--- config.mk ---
export PLATFORM = sky130hd
export DESIGN_NAME = pathBuffer_flat
export DESIGN_NICKNAME = d
export VERILOG_FILES = /design/src/oram_pkg.sv /design/src/oram_ifs.sv /design/src/pathBuffer.sv /design/src/flat_wrapper.sv
export VERILOG_INCLUDE_DIRS = /design/src
export SDC_FILE = /design/constraint.sdc
export NUM_CORES = 1
export LEC_CHECK = 0
export ABC_AREA = 0
export BUFFER_PORTS_ARGS = -buffer_cell sky130_fd_sc_hd__buf_4
export CORE_MARGIN = 5
export CORE_UTILIZATION = 30
export DETAILED_ROUTE_END_ITERATION = 8
export HOLD_SLACK_MARGIN = 0.05
export PLACE_DENSITY = 0.55
export SLEW_MARGIN = 10
export SYNTH_ARGS = -nofsm -noshare
export SYNTH_HDL_FRONTEND = slang
export SYNTH_SLANG_ARGS = --single-unit
--- constraint.sdc ---
create_clock -name Clock -period 3.9 [get_ports Clock]
set_clock_uncertainty 0.1 [all_clocks]
set_input_delay 0.78 -clock Clock [delete_from_list [all_inputs] [get_ports Clock]]
set_output_delay 0.78 -clock Clock [all_outputs]
set_load 0.005 [all_outputs]
--- src/oram_macros.svh ---
//----------------------------------------------------------------------
// Tree geometry, field widths and seeds for the Path ORAM core
// Included by the package and by every module that sizes storage
//----------------------------------------------------------------------
`ifndef ORAM_MACROS_SVH
`define ORAM_MACROS_SVH

// Tree shape, levels below the root
`define ORAML 3
// Block slots per bucket
`define ORAMZ 2
// Heap-ordered buckets in the whole tree
`define NUMBUCKETS 15
// DRAM words on one root-to-leaf path
`define PATHWORDS 8

// Program address and block widths
`define ORAMU 4
`define ORAMB 32
// Stash covers every program block
`define STASHSIZE 16

// DRAM word address and slot word width
`define DDRAWIDTH 5
`define DDRDWIDTH (1 + `ORAMU + `ORAML + `ORAMB)

// Leaf remap generator start value, must be nonzero
`define LFSRSEED 16'hACE1

`endif

--- src/oram_pkg.sv ---
//----------------------------------------------------------------------
// Shared types of the ORAM core: addresses, leaves, data, DRAM slots
// and state encodings; widths come from the macro header
//----------------------------------------------------------------------
`include "oram_macros.svh"

package oram_pkg;

	// Program side
	typedef logic [`ORAMU-1:0] progAddrT;
	typedef logic [`ORAML-1:0] leafT;
	typedef logic [`ORAMB-1:0] blockDataT;

	// DRAM word address, bucket heap index times slots plus slot
	typedef logic [`DDRAWIDTH-1:0] dramAddrT;

	// One tree slot, packed as {valid, progAddr, leaf, data}
	typedef logic [`DDRDWIDTH-1:0] dramWordT;

	// User request kind
	typedef enum logic {
		CmdRead,
		CmdWrite
	} oramCmdT;

	// DRAM command kind
	typedef enum logic {
		DramRead,
		DramWrite
	} dramCmdT;

	// Front end sequencing
	typedef enum logic [2:0] {
		FIdle,
		FWaitData,
		FIssue,
		FWaitLoad,
		FReturn
	} frontStateT;

	// Back end sequencing, one path access at a time
	typedef enum logic [2:0] {
		BIdle,
		BRead,
		BUpdate,
		BSelect,
		BWrite
	} backStateT;

endpackage

--- src/oram_ifs.sv ---


interface pathReadIf;
	import oram_pkg::*;

	// Head word of the buffer
	dramWordT data;
	logic     valid;
	// Sink takes the head word
	logic     pop;
	// One pulse per popped word, frees one DRAM read credit
	logic     credit;

	modport buffer(output data, valid, credit, input pop);
	modport sink(input data, valid, credit, output pop);
endinterface

--- src/pathBuffer.sv ---
//----------------------------------------------------------------------
// One-path FIFO for DRAM read words; no ready toward DRAM, the back
// end's credits keep it from overflowing
//----------------------------------------------------------------------
`include "oram_macros.svh"

module pathBuffer (
	input  logic               Clock,
	input  logic               rst,
	input  oram_pkg::dramWordT dramReadData,
	input  logic               dramReadDataValid,
	pathReadIf.buffer          pr
);
	import oram_pkg::*;

	localparam int PtrW = $clog2(`PATHWORDS);
	localparam int CntW = $clog2(`PATHWORDS + 1);

	dramWordT        mem [`PATHWORDS];
	logic [PtrW-1:0] wrPtr;
	logic [PtrW-1:0] rdPtr;
	logic [CntW-1:0] count;
	logic            popFire;

	// Head word straight from storage
	assign pr.valid = (count != '0);
	assign pr.data = mem[rdPtr];
	assign popFire = pr.pop && pr.valid;

	// Storage, written on every DRAM beat
	always_ff @(posedge Clock) begin
		if (dramReadDataValid) mem[wrPtr] <= dramReadData;
	end

	// Pointers wrap at path depth
	always_ff @(posedge Clock) begin
		if (rst) begin
			wrPtr <= '0;
			rdPtr <= '0;
			count <= '0;
			pr.credit <= 1'b0;
		end else begin
			if (dramReadDataValid) wrPtr <= wrPtr + 1'b1;
			if (popFire) rdPtr <= rdPtr + 1'b1;
			count <= count + CntW'(dramReadDataValid) - CntW'(popFire);
			// Hand the slot back a cycle after the pop
			pr.credit <= popFire;
		end
	end

endmodule

--- src/flat_wrapper.sv ---
// flat-port wrapper written by rule: the top's interface ports become plain ports
module pathBuffer_flat import oram_pkg::*;
  (Clock, rst, dramReadData, dramReadDataValid, pr_data, pr_valid, pr_credit, pr_pop);
  pathReadIf pr_i ();
  input  logic Clock;
  input  logic rst;
  input  oram_pkg::dramWordT dramReadData;
  input  logic dramReadDataValid;
  output wire logic [$bits(pr_i.data)-1:0] pr_data;
  output wire logic [$bits(pr_i.valid)-1:0] pr_valid;
  output wire logic [$bits(pr_i.credit)-1:0] pr_credit;
  input wire logic [$bits(pr_i.pop)-1:0] pr_pop;
  assign pr_data = pr_i.data;
  assign pr_valid = pr_i.valid;
  assign pr_credit = pr_i.credit;
  assign pr_i.pop = pr_pop;
  pathBuffer u_core (.Clock(Clock), .rst(rst), .dramReadData(dramReadData), .dramReadDataValid(dramReadDataValid), .pr(pr_i));
endmodule
==> impl_metrics.toml, run 1 <==
[min_path]
hold_path_class = "primary input to register"

[cts]
tritoncts = "done"
hold_buffers = 0
cts_sinks = 334
post_cts_resized = 0
cts_root_buf = "clkbuf_16"
post_cts_buffers = 0
htree_levels = 2
cts_buffers = 38
clkSlewWorstSetupHoldPaths_ns = 0.06
clk_path_buf_depth = 3
clk_latency_ns = 0.51

[worst_setup_path]
crit_path_end_kind = "output pin"
required_ns = 3.02
critical_path.max_fanout = 29
criticalPathCategory = "register to output pin"
crit_arrival_ns = 2.59
startpoint_type = "register"

[placement]
io_buffers = 85
hpwlAfterDp_um = 14660
routabilityCongestion = 0.6535
dpl.cell_count = 1206

[synth]
synth_area_sq_um = 12980
syn_avg_cell_area_sq_um = 24.04
synth_cell_types = 23
synth_edf_count = 320
syn_inst = 540
synth_fp_nets = 591
synth_ff_type = "edfxtp_1"
ys_seq_area_frac = 0.7618
yosys_warnings = 0
synth_seq_cells = 334
synthArstFlopShare = 0

[die]
die_h_um = 218.0
boundaryPins = 86
dieArea_sq_um = 47530
start_util = 0.3020
coreArea_sq_um = 42980
die_w_um = 218.0
placementRows = 76

[routing]
routed_wl_um = 26520
ant_nets = 0
viasPerCell = 4.573
drc = 0
dr.pass1.iters = 5
wl_per_cell_um = 20.88
drt_iter0_markers = 317
vias = 5808

[timing]
worst_pin_slew_ns = 0.7675
rsz0062_at_grt = "no"
fin_crit_sh = 0.8903
whs_ns = 0.3981
fmax_mhz = 288.0
slew_headroom = 0.4871
finalHoldViolCount = 0
finalMaxSlewViolations = 0
period_minus_slack_ns = 3.472
finalSetupTns_ns = 0
finalSetupViolCount = 0

[global_route]
grt_max_degree = 44
overflow = 0
antenna_found_initial = 2
track_usage = 0.1119
grt_pass1_wl_um = 40040
grt_pass1_vias = 6248

[status]
status = "complete, no violations"

[power_and_ir_drop]
power.density_nw_per_um2 = 552.9
power_leakage_uw = 0.005116
ir_worst_vdd_uv = 277.4

[finish]
most-common-layout-cells = "edfxtp_1 (320), buf_4 (98), mux4_1 (80), mux2_2 (42), clkbuf_16 (41)"
drive_gt1_frac = 0.3099
final_common_cell = "edfxtp_1"
area_growth_pct = 20.78
layout.nets = 712
final_cells = 1270
final_util = 0.3648

[run]
max_cap_viol_count = 0
flip-flops by register name, summed over array words and instances, names as in the netlist, named ones only:
register          flops
u_core.pr.credit      1
u_core.rdPtr          3
u_core.count          4
u_core.wrPtr          3
u_core.mem          320
metal layers:
layer / track usage / part of all wire / up-vias
met5: 0 / 0.00049 / -
met4: 0.02617 / 0.017 / 2
met3: 0.03457 / 0.058 / 44
met2: 0.1797 / 0.48 / 114
met1: 0.1506 / 0.44 / 3060
li1: - / - / 2588
layout make-up:
class,instances,area (sq um)
Antenna cell,1,2.502
Clock buffer,46,1045
Timing Repair Buffer,104,855.8
Inverter,8,30.03
Clock inverter,17,140.1
Fill cell,3991,27300
Tap cell,585,732.0
Multi-Input combinational cell,175,2975
Sequential cell,334,9898
cell families after synthesis:
kind of cell / after synthesis / synth area share
mux: 123 / 0.1991
xor+xnor: 3 / 0.002024
flops: 334 / 0.7618
fa+ha+maj: 7 / 0.007325
simple gates: 32 / 0.01137
buf+inv: 31 / 0.01417
compound gates: 10 / 0.004144
cells in the mapped netlist, drive strengths merged (4+ instances only):
master | count | area (sq um)
nand2b | 4 | 25.02
nand2 | 5 | 18.77
clkbuf | 14 | 52.55
inv | 8 | 30.03
mux2 | 42 | 473.0
nor2 | 14 | 52.55
ha | 6 | 75.07
mux4 | 80 | 2102
edfxtp | 320 | 9609
a21oi | 6 | 30.03
dfxtp | 14 | 280.3
buf | 9 | 101.4
path summary, 6_finish.rpt:
| check | slack, ns | cells past startpoint | end | from |
|---|---|---|---|---|
| worst max-delay path | 0.43 | 4 | pr_data[13] | register |
| worst min-delay path | 0.40 | 1 | u_core.mem[3][3]$_DFFE_PP_ | dramReadData[3] |
| worst max register to register | 1.59 | 10 | u_core.count[1]$_SDFF_PP0_ | u_core.count[2]$_SDFF_PP0_ |
| worst min register to register | 0.41 | 2 | register | u_core.rdPtr[2]$_SDFFE_PP0P_ |
metrics by stage:
stage                     worst slack [ns]  total power [uW]  instance area [sq um]
final                               0.4279              8668                  15680
after global routing                0.3220              9073                  15680
after CTS                           0.3702              8832                  15680
after detailed placement            0.9312              5426                  14490
after global placement              0.9376              5411                  14490
after floorplan                     0.7684              4869                  12990
worst max-delay path, stage by stage (launching register included):
cell and delay (ns):
dfxtp_4 0.69, buf_12 0.30, mux4_1 0.58, mux2_2 0.30, buf_4 0.14
where the power goes:
part | switching, uW | internal, uW | leakage, uW | total (uW)
Combinational | 492 | 661 | 0.00152 | 1150
Sequential | 104 | 4050 | 0.00302 | 4160
Clock | 1330 | 2030 | 0.000574 | 3360
No activity file was read; power rests on OpenSTA's default activity.
==> run 2: changes to the inputs <==
ABC_AREA = 1   (was 0)
==> impl_metrics.toml, run 2 <==
[status]
status = "complete, no violations"

[worst_setup_path]
critical_path.max_fanout = 80
reg2reg_from = "u_core.count[2]$_SDFF_PP0_"
required_ns = 3.02
rrSetupSlack_ns = 1.68
crit_path_end_kind = "output pin"
startpoint_type = "register"
criticalPathCategory = "register to output pin"
crit_arrival_ns = 2.43

[finish]
area_growth_pct = 15.47
drive_gt1_frac = 0.2600
top_regs = "u_core.mem (320), u_core.count (4)"
n_antenna_cell = 0
fillers = 5109
largest_reg_flops = 320
final_util = 0.3497
final_common_cell = "nand2_1"
most-common-layout-cells = "nand2_1 (465), edfxtp_1 (320), inv_1 (230), inv_2 (103), buf_4 (97)"
top_register = "u_core.mem"
layout.nets = 1607

[timing]
finalHoldViolCount = 0
finalSetupTns_ns = 0
rsz0062_at_grt = "no"
finalSetupViolCount = 0
period_minus_slack_ns = 3.311
worst_pin_slew_ns = 1.189
slew_headroom = 0.2075
fin_crit_sh = 0.8489
finalMaxSlewViolations = 0
fmax_mhz = 302.0

[power_and_ir_drop]
power.total_uw = 9671
ir_worst_vdd_uv = 382.7
power_leakage_uw = 0.007936
power.density_nw_per_um2 = 537.9

[routing]
routed_wl_um = 34270
drt_iter0_markers = 518
vias = 9384
wl_per_cell_um = 15.16
ant_nets = 0
drc = 0
viasPerCell = 4.150
dr.pass1.iters = 6

[synth]
yosysMostFrequentCell = "nand2_1"
syn_avg_cell_area_sq_um = 10.56
syn_inst = 1475
synth_edf_count = 320
yosys_warnings = 0
synth_area_sq_um = 15570
synth_cell_types = 23
synth_area_leader_cell = "edfxtp_1"
synth.cells.most_frequent = "nand2_1 (465), edfxtp_1 (320), inv_1 (231)"
synth_fp_nets = 1526
ys_seq_area_frac = 0.6352
synth.area.top_cells = "edfxtp_1 (62%), nand2_1 (11%), inv_1 (5.6%), nand2_4 (5.1%), nand3_2 (4.5%)"
synth_top_area_share = 0.6172
synthArstFlopShare = 0
synth_seq_cells = 334
synth_ff_type = "edfxtp_1"

[cts]
cts_sinks = 334
clk_latency_ns = 0.51
cts_root_buf = "clkbuf_16"
tritoncts = "done"
htree_levels = 2
clk_path_buf_depth = 3
post_cts_resized = 0
cts_buffers = 36
post_cts_buffers = 0
clkSlewWorstSetupHoldPaths_ns = 0.06
hold_buffers = 0

[die]
die_w_um = 237.8
placementRows = 83
coreArea_sq_um = 51410
start_util = 0.3029
die_h_um = 237.8
boundaryPins = 86
dieArea_sq_um = 56560

[min_path]
min-delay-start = "rst"
hold_path_class = "primary input to register"

[global_route]
grt_max_degree = 161
track_usage = 0.1186
overflow = 0
grt_pass1_vias = 9142
grt_pass1_wl_um = 53190
antenna_found_initial = 1

[run]
max_cap_viol_count = 0

[placement]
hpwlAfterDp_um = 19500
io_buffers = 85
routabilityCongestion = 0.7246
-- run 2: critical path, stage by stage, from the launching register on --
cell and delay [ns]:
dfxtp_4 0.35, buf_4 0.89, nand3_1 0.17, nand2_1 0.11, nand2_1 0.05, nand2_1 0.18, buf_4 0.14
-- run 2: area by class of cell --
type	count	area, sq um	share of cell area
Clock buffer	41	940.9	0.05233
Inverter	338	1280	0.07120
Multi-Input combinational cell	741	4014	0.2233
Sequential cell	334	9898	0.5506
Clock inverter	22	106.4	0.005916
Tap cell	680	850.8	0.04732
Timing Repair Buffer	105	888.4	0.04941
-- run 2: cells by family (layout without fill, tap and decap cells) --
kind of cell | Yosys count | count (layout) | synth area share
simple gates | 722 | 722 | 0.2440
buf+inv | 400 | 506 | 0.1109
compound gates | 12 | 12 | 0.003857
fa+ha+maj | 7 | 7 | 0.006107
flops | 334 | 334 | 0.6352
-- run 2: power by group --
group | total (uW) | switching [uW] | internal (uW)
clock network | 3070 | 1340 | 1730
logic | 2510 | 1600 | 907
registers | 4090 | 46.5 | 4050
total | 9670 | 2990 | 6680
-- run 2: final timing paths --
| path | end | depth (start not counted) |
|---|---|---|
| setup / recovery | pr_data[13] | 6 |
| hold reg to reg | u_core.wrPtr[0]$_SDFFE_PP0P_ | 2 |
| setup reg to reg | u_core.count[2]$_SDFF_PP0_ | 10 |
| hold / removal | u_core.count[1]$_SDFF_PP0_ | 2 |
-- run 2: per-stage QoR --
step                cells  hold WS [ns]  area [sq um]  worst slack, ns
floorplan            1475        0.3628         15570           0.6015
global placement     2198        0.3807         16930            1.098
detailed placement   2198        0.3936         16930            1.088
CTS                  2261        0.3427         17980           0.5337
global route         2261        0.3565         17980           0.3765
finish               2261        0.3657         17980           0.5891
-- run 2: metal layers --
metal	global-route usage	part of all wire
met2	0.1980	0.48
met5	0	0.00058
met4	0.02466	0.014
met3	0.02473	0.047
met1	0.1612	0.46
