## src/oram_macros.svh

```systemverilog
//----------------------------------------------------------------------
// Tree geometry, field widths and seeds for the Path ORAM core
// Included by the package and by every module that sizes storage
//----------------------------------------------------------------------
`ifndef ORAM_MACROS_SVH
`define ORAM_MACROS_SVH

// Tree shape, levels below the root
`define ORAML 3
// Block slots per bucket
`define ORAMZ 2
// Heap-ordered buckets in the whole tree
`define NUMBUCKETS 15
// DRAM words on one root-to-leaf path
`define PATHWORDS 8

// Program address and block widths
`define ORAMU 4
`define ORAMB 32
// Stash covers every program block
`define STASHSIZE 16

// DRAM word address and slot word width
`define DDRAWIDTH 5
`define DDRDWIDTH (1 + `ORAMU + `ORAML + `ORAMB)

// Leaf remap generator start value, must be nonzero
`define LFSRSEED 16'hACE1

`endif

```

## src/oram_pkg.sv

```systemverilog
//----------------------------------------------------------------------
// Shared types of the ORAM core: addresses, leaves, data, DRAM slots
// and state encodings; widths come from the macro header
//----------------------------------------------------------------------
`include "oram_macros.svh"

package oram_pkg;

	// Program side
	typedef logic [`ORAMU-1:0] progAddrT;
	typedef logic [`ORAML-1:0] leafT;
	typedef logic [`ORAMB-1:0] blockDataT;

	// DRAM word address, bucket heap index times slots plus slot
	typedef logic [`DDRAWIDTH-1:0] dramAddrT;

	// One tree slot, packed as {valid, progAddr, leaf, data}
	typedef logic [`DDRDWIDTH-1:0] dramWordT;

	// User request kind
	typedef enum logic {
		CmdRead,
		CmdWrite
	} oramCmdT;

	// DRAM command kind
	typedef enum logic {
		DramRead,
		DramWrite
	} dramCmdT;

	// Front end sequencing
	typedef enum logic [2:0] {
		FIdle,
		FWaitData,
		FIssue,
		FWaitLoad,
		FReturn
	} frontStateT;

	// Back end sequencing, one path access at a time
	typedef enum logic [2:0] {
		BIdle,
		BRead,
		BUpdate,
		BSelect,
		BWrite
	} backStateT;

endpackage

```

## src/oram_ifs.sv

```systemverilog
//----------------------------------------------------------------------
// Internal links of the ORAM core: front end to back end commands,
// and path buffer to back end read words with credit return
//----------------------------------------------------------------------

interface backendCmdIf;
	import oram_pkg::*;

	// Request, valid/ready handshake
	logic      valid;
	logic      ready;
	oramCmdT   cmd;
	progAddrT  addr;
	leafT      oldLeaf;
	leafT      newLeaf;
	blockDataT storeData;

	// Old block value, one-cycle pulse after the path read
	blockDataT loadData;
	logic      loadValid;

	modport front(output valid, cmd, addr, oldLeaf, newLeaf, storeData,
		input ready, loadData, loadValid);
	modport back(input valid, cmd, addr, oldLeaf, newLeaf, storeData,
		output ready, loadData, loadValid);
endinterface


```

## src/positionMap.sv

```systemverilog
//----------------------------------------------------------------------
// Front end: user handshakes, leaf lookup and remap, load data return
// Issues one back end command per user access
//----------------------------------------------------------------------
`include "oram_macros.svh"

module positionMap (
	input  logic                Clock,
	input  logic                rst,
	input  oram_pkg::oramCmdT   cmd,
	input  oram_pkg::progAddrT  pAddr,
	input  logic                cmdValid,
	output logic                cmdReady,
	input  oram_pkg::blockDataT dataIn,
	input  logic                dataInValid,
	output logic                dataInReady,
	output oram_pkg::blockDataT dataOut,
	output logic                dataOutValid,
	input  logic                dataOutReady,
	backendCmdIf.front          be
);
	import oram_pkg::*;

	localparam int NumBlocks = 1 << `ORAMU;

	frontStateT  state;
	leafT        leafTable [NumBlocks];
	logic [15:0] lfsr;
	logic        lfsrFb;
	logic        cmdFire;

	// Captured request
	oramCmdT     cmdReg;
	progAddrT    addrReg;
	leafT        oldLeafReg;
	leafT        newLeafReg;
	blockDataT   storeReg;
	blockDataT   loadReg;

	// Taps 16,14,13,11 for a maximal sequence
	assign lfsrFb = lfsr[15] ^ lfsr[13] ^ lfsr[12] ^ lfsr[10];
	assign cmdFire = cmdValid && cmdReady;

	// User side handshakes
	assign cmdReady = (state == FIdle);
	assign dataInReady = (state == FWaitData);
	assign dataOutValid = (state == FReturn);
	assign dataOut = loadReg;

	// Back end request
	assign be.valid = (state == FIssue);
	assign be.cmd = cmdReg;
	assign be.addr = addrReg;
	assign be.oldLeaf = oldLeafReg;
	assign be.newLeaf = newLeafReg;
	assign be.storeData = storeReg;

	//------------------------------------------------------------------
	// Control and position map
	//------------------------------------------------------------------
	always_ff @(posedge Clock) begin
		if (rst) begin
			state <= FIdle;
			lfsr <= `LFSRSEED;
			for (int i = 0; i < NumBlocks; i++) begin
				leafTable[i] <= '0;
			end
		end else begin
			// Free running, sampled on acceptance
			lfsr <= {lfsr[14:0], lfsrFb};
			case (state)
				FIdle: begin
					if (cmdFire) begin
						// Remap now, old leaf goes with the command
						leafTable[pAddr] <= lfsr[`ORAML-1:0];
						state <= (cmd == CmdWrite) ? FWaitData : FIssue;
					end
				end
				FWaitData: begin
					if (dataInValid) state <= FIssue;
				end
				FIssue: begin
					if (be.ready) state <= FWaitLoad;
				end
				FWaitLoad: begin
					// Writes finish here, reads return data
					if (be.loadValid) state <= (cmdReg == CmdRead) ? FReturn : FIdle;
				end
				FReturn: begin
					if (dataOutReady) state <= FIdle;
				end
				default: state <= FIdle;
			endcase
		end
	end

	// Request payload
	always_ff @(posedge Clock) begin
		if (state == FIdle && cmdFire) begin
			cmdReg <= cmd;
			addrReg <= pAddr;
			oldLeafReg <= leafTable[pAddr];
			newLeafReg <= lfsr[`ORAML-1:0];
		end
		if (state == FWaitData && dataInValid) storeReg <= dataIn;
		// Held through dataOut back-pressure
		if (state == FWaitLoad && be.loadValid) loadReg <= be.loadData;
	end

endmodule

```

## src/flat_wrapper.sv

```systemverilog
// flat-port wrapper written by rule: the top's interface ports become plain ports
module positionMap_flat import oram_pkg::*;
  (Clock, rst, cmd, pAddr, cmdValid, cmdReady, dataIn, dataInValid, dataInReady, dataOut, dataOutValid, dataOutReady, be_valid, be_cmd, be_addr, be_oldLeaf, be_newLeaf, be_storeData, be_ready, be_loadData, be_loadValid);
  backendCmdIf be_i ();
  input  logic Clock;
  input  logic rst;
  input  oram_pkg::oramCmdT cmd;
  input  oram_pkg::progAddrT pAddr;
  input  logic cmdValid;
  output logic cmdReady;
  input  oram_pkg::blockDataT dataIn;
  input  logic dataInValid;
  output logic dataInReady;
  output oram_pkg::blockDataT dataOut;
  output logic dataOutValid;
  input  logic dataOutReady;
  output wire logic [$bits(be_i.valid)-1:0] be_valid;
  output wire logic [$bits(be_i.cmd)-1:0] be_cmd;
  output wire logic [$bits(be_i.addr)-1:0] be_addr;
  output wire logic [$bits(be_i.oldLeaf)-1:0] be_oldLeaf;
  output wire logic [$bits(be_i.newLeaf)-1:0] be_newLeaf;
  output wire logic [$bits(be_i.storeData)-1:0] be_storeData;
  input wire logic [$bits(be_i.ready)-1:0] be_ready;
  input wire logic [$bits(be_i.loadData)-1:0] be_loadData;
  input wire logic [$bits(be_i.loadValid)-1:0] be_loadValid;
  assign be_valid = be_i.valid;
  assign be_cmd = be_i.cmd;
  assign be_addr = be_i.addr;
  assign be_oldLeaf = be_i.oldLeaf;
  assign be_newLeaf = be_i.newLeaf;
  assign be_storeData = be_i.storeData;
  assign be_i.ready = be_ready;
  assign be_i.loadData = be_loadData;
  assign be_i.loadValid = be_loadValid;
  positionMap u_core (.Clock(Clock), .rst(rst), .cmd(cmd), .pAddr(pAddr), .cmdValid(cmdValid), .cmdReady(cmdReady), .dataIn(dataIn), .dataInValid(dataInValid), .dataInReady(dataInReady), .dataOut(dataOut), .dataOutValid(dataOutValid), .dataOutReady(dataOutReady), .be(be_i));
endmodule
```

## config.mk

```make
export PLATFORM = sky130hd
export DESIGN_NAME = positionMap_flat
export DESIGN_NICKNAME = d
export VERILOG_FILES = /design/src/oram_pkg.sv /design/src/oram_ifs.sv /design/src/positionMap.sv /design/src/flat_wrapper.sv
export VERILOG_INCLUDE_DIRS = /design/src
export SDC_FILE = /design/constraint.sdc
export NUM_CORES = 1
export LEC_CHECK = 0
export BUFFER_PORTS_ARGS = -buffer_cell sky130_fd_sc_hd__buf_2
export CORE_MARGIN = 4
export CORE_UTILIZATION = 45
export CTS_CLUSTER_DIAMETER = 80
export CTS_CLUSTER_SIZE = 40
export DETAILED_ROUTE_END_ITERATION = 7
export PLACE_DENSITY_LB_ADDON = 0.15
export SLEW_MARGIN = 20
export SYNTH_ARGS = -nofsm -noshare
export SYNTH_HDL_FRONTEND = slang
export SYNTH_SLANG_ARGS = --single-unit
```

## constraint.sdc

```tcl
create_clock -name Clock -period 3.2 [get_ports Clock]
set_clock_uncertainty 0.05 [all_clocks]
set_input_delay 0.32 -clock Clock [delete_from_list [all_inputs] [get_ports Clock]]
set_output_delay 0.32 -clock Clock [all_outputs]
set_load 0.02 [all_outputs]
```

==> results of run 1 <==
[cells in the final DEF, fill, tap and decap left out, types with 7 or more instances in the layout]
cell type                     n
sky130_fd_sc_hd__nand2_1     19
sky130_fd_sc_hd__clkbuf_16   20
sky130_fd_sc_hd__buf_2      154
sky130_fd_sc_hd__mux4_2      12
sky130_fd_sc_hd__nor2_1      50
sky130_fd_sc_hd__edfxtp_1   123
sky130_fd_sc_hd__dfxtp_1     19
sky130_fd_sc_hd__a21o_1       9
sky130_fd_sc_hd__nor2b_1     11
sky130_fd_sc_hd__or2_2        7
[metrics by stage]
stage	instances	total power [mW]	hold slack [ns]
global placement	594	2.461	0.3431
finish	626	4.275	0.03049
detailed placement	594	2.467	0.3461
CTS	626	4.314	0.01173
global route	626	4.431	0.007888
floorplan	308	2.339	0.3395
[cells by family (layout without fill, tap and decap cells)]
kind of cell    after synthesis  after routing  synth area share (%)
flops                       142            142                 78.16
simple gates                106            106                 9.745
buf+inv                      19            194                 2.472
mux                          13             13                 5.689
compound gates               25             25                 3.432
xor+xnor                      3              3                0.5042
[area by class of cell]
cell class,instances,area [sq um]
Inverter,4,15.01
Timing Repair Buffer,158,800.8
Clock buffer,23,521.8
Tap cell,143,178.9
Multi-Input combinational cell,147,1023
Clock inverter,9,51.30
Fill cell,873,4705
Sequential cell,142,4074
[worst paths after layout]
| path | to | slack (ns) | startpoint | depth (start not counted) |
|---|---|---|---|---|
| worst max-delay path | u_core.leafTable[14][1] | 0.46 | u_core.state[1] | 4 |
| worst min-delay path | u_core.be.storeData[14] | 0.03 | dataIn[14] | 1 |
| worst max register to register | u_core.leafTable[14][1] | 0.46 | u_core.state[1] | 4 |
| worst min register to register | u_core.lfsr[15] | 0.35 | u_core.lfsr[14] | 1 |
[flip-flops by register name, indices dropped and copies added, names as in the netlist]
name / flops
u_core.be.storeData: 32
u_core.be.addr: 4
u_core.be.newLeaf: 3
u_core.dataOut: 32
u_core.be.cmd: 1
u_core.leafTable: 48
u_core.state: 3
u_core.be.oldLeaf: 3
u_core.lfsr: 16
[worst reg2reg max path, cell delays in order (launching register included)]
cell	delay, ns
sky130_fd_sc_hd__dfxtp_1	0.41
sky130_fd_sc_hd__or4b_4	0.57
sky130_fd_sc_hd__inv_1	0.28
sky130_fd_sc_hd__nand4_1	0.48
sky130_fd_sc_hd__o21ai_0	0.59
[metal layers]
metal / routed length (um) / up-vias / global-route usage, % / part of all wire, %
li1: - / 1483 / - / -
met5: 0 / - / 0 / 0
met4: 206 / 0 / 8.043 / 1.8
met3: 1156 / 16 / 5.170 / 9.9
met1: 4627 / 1534 / 22.72 / 40
met2: 5673 / 168 / 29.28 / 49
[power by group through the flow]
| stage | clock network, mW | registers [mW] | logic [mW] |
|---|---|---|---|
| floorplan | 0 | 2.20 | 0.142 |
| global placement | 0 | 2.17 | 0.295 |
| detailed placement | 0 | 2.17 | 0.298 |
| CTS | 1.88 | 2.13 | 0.300 |
| global route | 1.97 | 2.14 | 0.321 |
| finish | 1.85 | 2.13 | 0.298 |
==> metrics list, run 1 <==
- Number of buffers added on ports: 154
* Placeable core area: ~0.011 sq mm
- Mean number of vias per cell: around 5.1
* Combinational power share: 7.0%
- Counting every net in the synthesized netlist gives 384.
- Average cell area after synthesis: around 17 sq um
- Setup violation total in the final timing report: 0
- Family with the most delay on the worst path: simple AND/OR/NAND/NOR gates
- CTS max path bufs: 2
* Clock tree from TritonCTS: done
- The smallest clock period supported by the final layout is computed as 2.743 ns.
- DR pass1 iterations: 4
- In this run the worst hold path is classified as input port to flip-flop.
- CP max FO: 13
- Startpoint kind of the worst setup timing path: flip-flop
* Setup ws final: 0.4566 ns
- Of all flip-flops after synthesis, the portion carrying an async set or reset was 0%.
* Worst-path cell chain: or4b_4 -> inv_1 -> nand4_1 -> o21ai_0
* Summed instance area of the synthesized netlist: 0.005212 sq mm
- Die Span X: around 120 um
- Pin count of the biggest net entering global routing: 35
- Clk Latency, worst-skew pair: 0.41 ns
* Net switching power: a little over 900 uW
* CTS Sinks: 142
- GR Overflow Total: 0
- Starting utilization of the core area: 45.85%
- Via count: 3201
* Clock Power Share: a little over two fifths
- Counting both buffers and inverters, the worst setup path holds a total of 1.
- The wire-length estimate of the detail-placed layout is 8461 um.
- Setup repair after global routing left no endpoint under its margin.
- Measured along the y axis, the die boundary spans 115.6 um.
* DRC violation count after routing: 0
- Setup Crit Path Kind: flip-flop to flip-flop
* Top_reg_cell synth: sky130_fd_sc_hd__edfxtp_1
- Setup TNS: 0 ns
* Number of library cell types mapped by synthesis: 32
* Slowest stage cell, crit path: sky130_fd_sc_hd__o21ai_0
- Routed length per placed instance: between 15 and 20 um
* Clock-pin slew on the worst setup and hold paths: 0.06 ns
* Share of the synthesized area in the top cell type: roughly 70%
- Data arrives at the worst endpoint at around 2.8 ns.
- At the end of the flow, the number of nets in the layout was 546.
- The cell sitting at the root of the clock tree is a sky130_fd_sc_hd__clkbuf_16.
- In the post-synthesis netlist, the cell with the most instances is sky130_fd_sc_hd__edfxtp_1.
- In the global route stage, overall resource usage came out at 18.04%.
- Number of max-capacitance violations reported: 0
- Required time at the endpoint of the critical path: about 3.2 ns
* Die footprint: approximately 0.013 sq mm
- Yosys synthesis warning count: 0
- Of the total power, the share spent switching nets is 21.54%.
- Dividing the final minimum period by the clock period gives between 80% and 90%.
- between 150 and 200 I/O pins were placed.
* Power density of the placed cells: 641.4 mW/mm^2
* Mapped Cells: 308
- At the pin with the least slew margin, the transition time is 0.7515 ns.
* Synthesis-to-layout area growth: 27.87%
- The final-report max-slew violation count is 0.
* Antenna diode count: 0
- The clock tree synthesis step divided the H-tree into 4 levels.
- Fraction of layout cells with a size suffix above 1: 43.89%
- Portion of total power attributed to sequential cells: 49.9%
- Number of antenna violations at the first check in global routing: 0
- Post-Place Setup Slack: 0.5328 ns
* Portion of the post-synthesis area used by sequential elements: 78.16%
* Via count of the first global-routing pass: 3182
- Wire length of the first global-routing pass: 17690 um
* Internal power contribution: 3.354 mW
* Wirelength, routed: 11660 um
- Count of cells resized by post-cts repair: 0
* Cell type with the largest total area after synthesis: sky130_fd_sc_hd__edfxtp_1
- Initial DRC count: 239
- Max frequency: around 360 MHz
- Standard-cell row count: 39
- In this run, synthesis inferred 123 flip-flops with an integrated enable.
- The flow ran to the end, and the final reports show no timing, DRC or antenna violations.
* Area contributors post-synth: sky130_fd_sc_hd__edfxtp_1 71%, sky130_fd_sc_hd__dfxtp_1 7.3%, sky130_fd_sc_hd__mux4_2 5.2%
- Post-detailed-placement cell area: 0.006092 sq mm
- Leakage power: approximately 2.6 nW
* Final hold violation count: 0
* Number of buffers added by the clock tree synthesis step: 17
- In this run the tightest slew margin relative to its limit is 49.80%.
* Number of nets with antenna violations after detailed routing: 0
- Maximum VDD drop: 391.7 uV
- Once layout is complete, the utilization of the core stands at 58.62%.
- Number of synthesized register bits: around 140
- The number of setup buffers added after CTS is 0.
- After clock tree synthesis, the flow added hold-fix buffers numbering 0.
- By count the netlist is led by 123 x sky130_fd_sc_hd__edfxtp_1, 51 x sky130_fd_sc_hd__nor2_1, 19 x sky130_fd_sc_hd__dfxtp_1, 19 x sky130_fd_sc_hd__nand2_1, 12 x sky130_fd_sc_hd__mux4_2.
* Highest cell delay on the worst timing path: 0.59 ns
- Type of destination of the critical path: flip-flop
- Final non-filler cell area: ~0.0067 sq mm
- Routability-driven placement finished with a final weighted congestion of roughly 0.80.
Note: power is estimated with default switching activity, not from simulation.
==> inputs of run 2 (changes only) <==
--- a/config.mk
+++ b/config.mk
@@ -9,6 +9,7 @@
 export BUFFER_PORTS_ARGS = -buffer_cell sky130_fd_sc_hd__buf_2
 export CORE_MARGIN = 4
 export CORE_UTILIZATION = 45
+export CTS_BUF_LIST = sky130_fd_sc_hd__clkbuf_16
 export CTS_CLUSTER_DIAMETER = 80
 export CTS_CLUSTER_SIZE = 40
 export DETAILED_ROUTE_END_ITERATION = 7
==> run 2 against run 1 <==
Against the previous run:
- worst setup slack better by 0.0026 ns
- sequential power hardly changed
- largest cell class unchanged
- die area stayed put
- sequential share of layout area is 0.092 points higher
- sequential cell count stayed put
- cell count stayed put
- global-route usage hardly changed
- combinational power hardly changed
==> metrics list, run 2 (synthesized netlist as in run 1, its figures left out) <==
- Antenna diode count: 0
* RD Place Congestion: between 0.8 and 0.9
- Flop2flop setup slack: approximately 0.46 ns
- The number of global-route vias before repair was 3196.
- Mean number of vias per cell: 5.078
* Power density of the placed cells: 637.7 mW/mm^2
- Timing would allow up to approximately 360 MHz.
- The library cells used most frequently in the layout, excluding fill and tap cells, are 154 x sky130_fd_sc_hd__buf_2, 123 x sky130_fd_sc_hd__edfxtp_1, 50 x sky130_fd_sc_hd__nor2_1.
- The design draws around 4.2 mW.
* Slowest stage cell, crit path: sky130_fd_sc_hd__o21ai_0
- Routed length per placed instance: ~19 um
* Highest cell delay on the worst timing path: 0.59 ns
- Startpoint kind of the worst setup timing path: flip-flop
* DRC violation count after routing: 0
- Master cell of the clock root buffer: sky130_fd_sc_hd__clkbuf_16
- Global routing finished with a remaining overflow of 0.
- Setup violations remaining at the end of the flow were counted as 0.
- Total count of max-transition violations in the final report: 0
- The number of gates resized after CTS was 0.
- The clock passes through at most 2 buffers.
* Wire length of the first global-routing pass: 17730 um
- The hold violation count in the final report came to 0.
* I/O pin cnt: 155
* Worst min-delay path category: input port to flip-flop
- From bottom edge to top edge, the die measures 115.6 um.
* Post-route worst hold slack: about 0.03 ns
* Clk Latency, worst-skew pair: 0.41 ns
* Setup Crit Path Kind: flip-flop to flip-flop
- Number of buffers added by the clock tree synthesis step: 17
* Starting utilization of the core area: 45.85%
- Clock-pin slew was measured on the worst setup and hold paths at 0.06 ns.
* CTS Sinks: 142
- The run finished with clean final reports.
- Final worst-path cycle share: 85.65%
- Leakage power: 2.631 nW
* Final instance count without filler cells: about 630
- Setup total negative slack on the finished layout was measured at 0 ns.
* Most common library cell in the layout ignoring fill and taps: sky130_fd_sc_hd__buf_2
* Post-CTS setup repair buffer count: 0
* Slew at the pin closest to its max-slew limit: 0.7580 ns
- Via count: 3179
* Required time at the endpoint of the critical path: 3.20 ns
* Post-CTS Hold Buffers: 0
- STA classifies the critical path endpoint as a flip-flop.
* Register containing the most flip-flops in the final layout: u_core.leafTable
* Total number of nets in the final design: 546
* Overall global routing resource usage: 18.07%
* Number of buffers added on ports: 154
- Detailed Place HPWL: 8461 um
- Max-slew headroom at the worst pin: 49.36%
* Synthesis-to-layout area growth: 27.68%
- Maximum VDD drop: around 400 uV
- Once detail routing completed, the nets flagged for antenna violations numbered 0.
* Fraction of layout cells with a size suffix above 1: 43.89%
- Die Span X: 115.6 um
* DR pass1 iterations: 4
- Number of max-capacitance violations reported: 0
* Number of levels the H-tree was split into: 4
- Placed Cells incl. Taps: 594
* Worst-path cell chain: or4b_4 -> inv_1 -> nand4_1 -> o21ai_0
* Standard-cell row count: 39
- The register with the most flip-flops in the layout has 48 of them.
- RSZ-0062 raised after global routing: false
- Clock tree from TritonCTS: done
* Pin count of the biggest net entering global routing: 35
* Die footprint: 0.01337 sq mm
- STA puts the critical path data arrival time at 2.74 ns.
- Along the worst path, the maximum fanout reaches 13.
- The final layout contains routed wiring with a total length of 11610 um.
- Placeable core area: 0.01137 sq mm
* Initial DRC count: 246
- The initial antenna violation count was 0.
* Minimum period implied by the final worst setup slack: 2.741 ns
==> run 2: cell types whose count changed in the layout (fill, tap and decap cells not counted) <==
cell                       previous run  this run
sky130_fd_sc_hd__inv_1                4         6
sky130_fd_sc_hd__clkbuf_8             1         0
sky130_fd_sc_hd__inv_2                0         1
sky130_fd_sc_hd__clkbuf_1             2         0
==> run 2: per-layer routing <==
layer	share of wire (%)	GRT usage, %	up-vias	routed length (um)
met1	40	22.79	1520	4617
met4	1.8	8.043	0	206
met5	0	0	-	0
met3	10	5.170	16	1168
li1	-	-	1481	-
met2	48	29.32	162	5621
==> run 2: worst paths after layout <==
path / from / to / cells after the start
max: u_core.state[1] / u_core.leafTable[14][1] / 4
min: dataIn[14] / u_core.be.storeData[14] / 1
max reg2reg: u_core.state[1] / u_core.leafTable[14][1] / 4
min reg2reg: u_core.lfsr[14] / u_core.lfsr[15] / 1
==> run 2: cell type report <==
class	instances	area [sq um]
clock buffers	20	500.5
clock inverters	12	62.56
fillers	876	4715
inverters	4	15.01
multi-input cells	147	1023
flip-flops and latches	142	4074
well taps	143	178.9
repair buffers	158	800.8
==> run 2: stage by stage <==
stage | setup WS (ns) | utilization [%] | area, sq um
2_1_floorplan | 0.7981 | - | 5218
3_3_place_gp | 0.6428 | 53.58 | 6092
3_5_place_dp | 0.5328 | 53.58 | 6092
4_1_cts | 0.4526 | 58.53 | 6655
5_1_grt | 0.2128 | 58.53 | 6655
6_report | 0.4592 | 58.53 | 6655
==> run 2: worst max-delay path, delay by kind of cell, from the launching register on <==
family                 cells  cell delay, ns
AND/OR/NAND/NOR            2            1.04
AO/OA/AOI/OAI              1            0.59
flip-flops                 1            0.41
buffers and inverters      1            0.28
==> run 2: power breakdown <==
part / switching, mW / total, mW / leakage [nW] / internal, mW
Sequential: 0.0355 / 2.13 / 1.34 / 2.10
Combinational: 0.182 / 0.297 / 0.995 / 0.116
Clock: 0.703 / 1.82 / 0.298 / 1.11
Total: 0.920 / 4.24 / 2.63 / 3.32
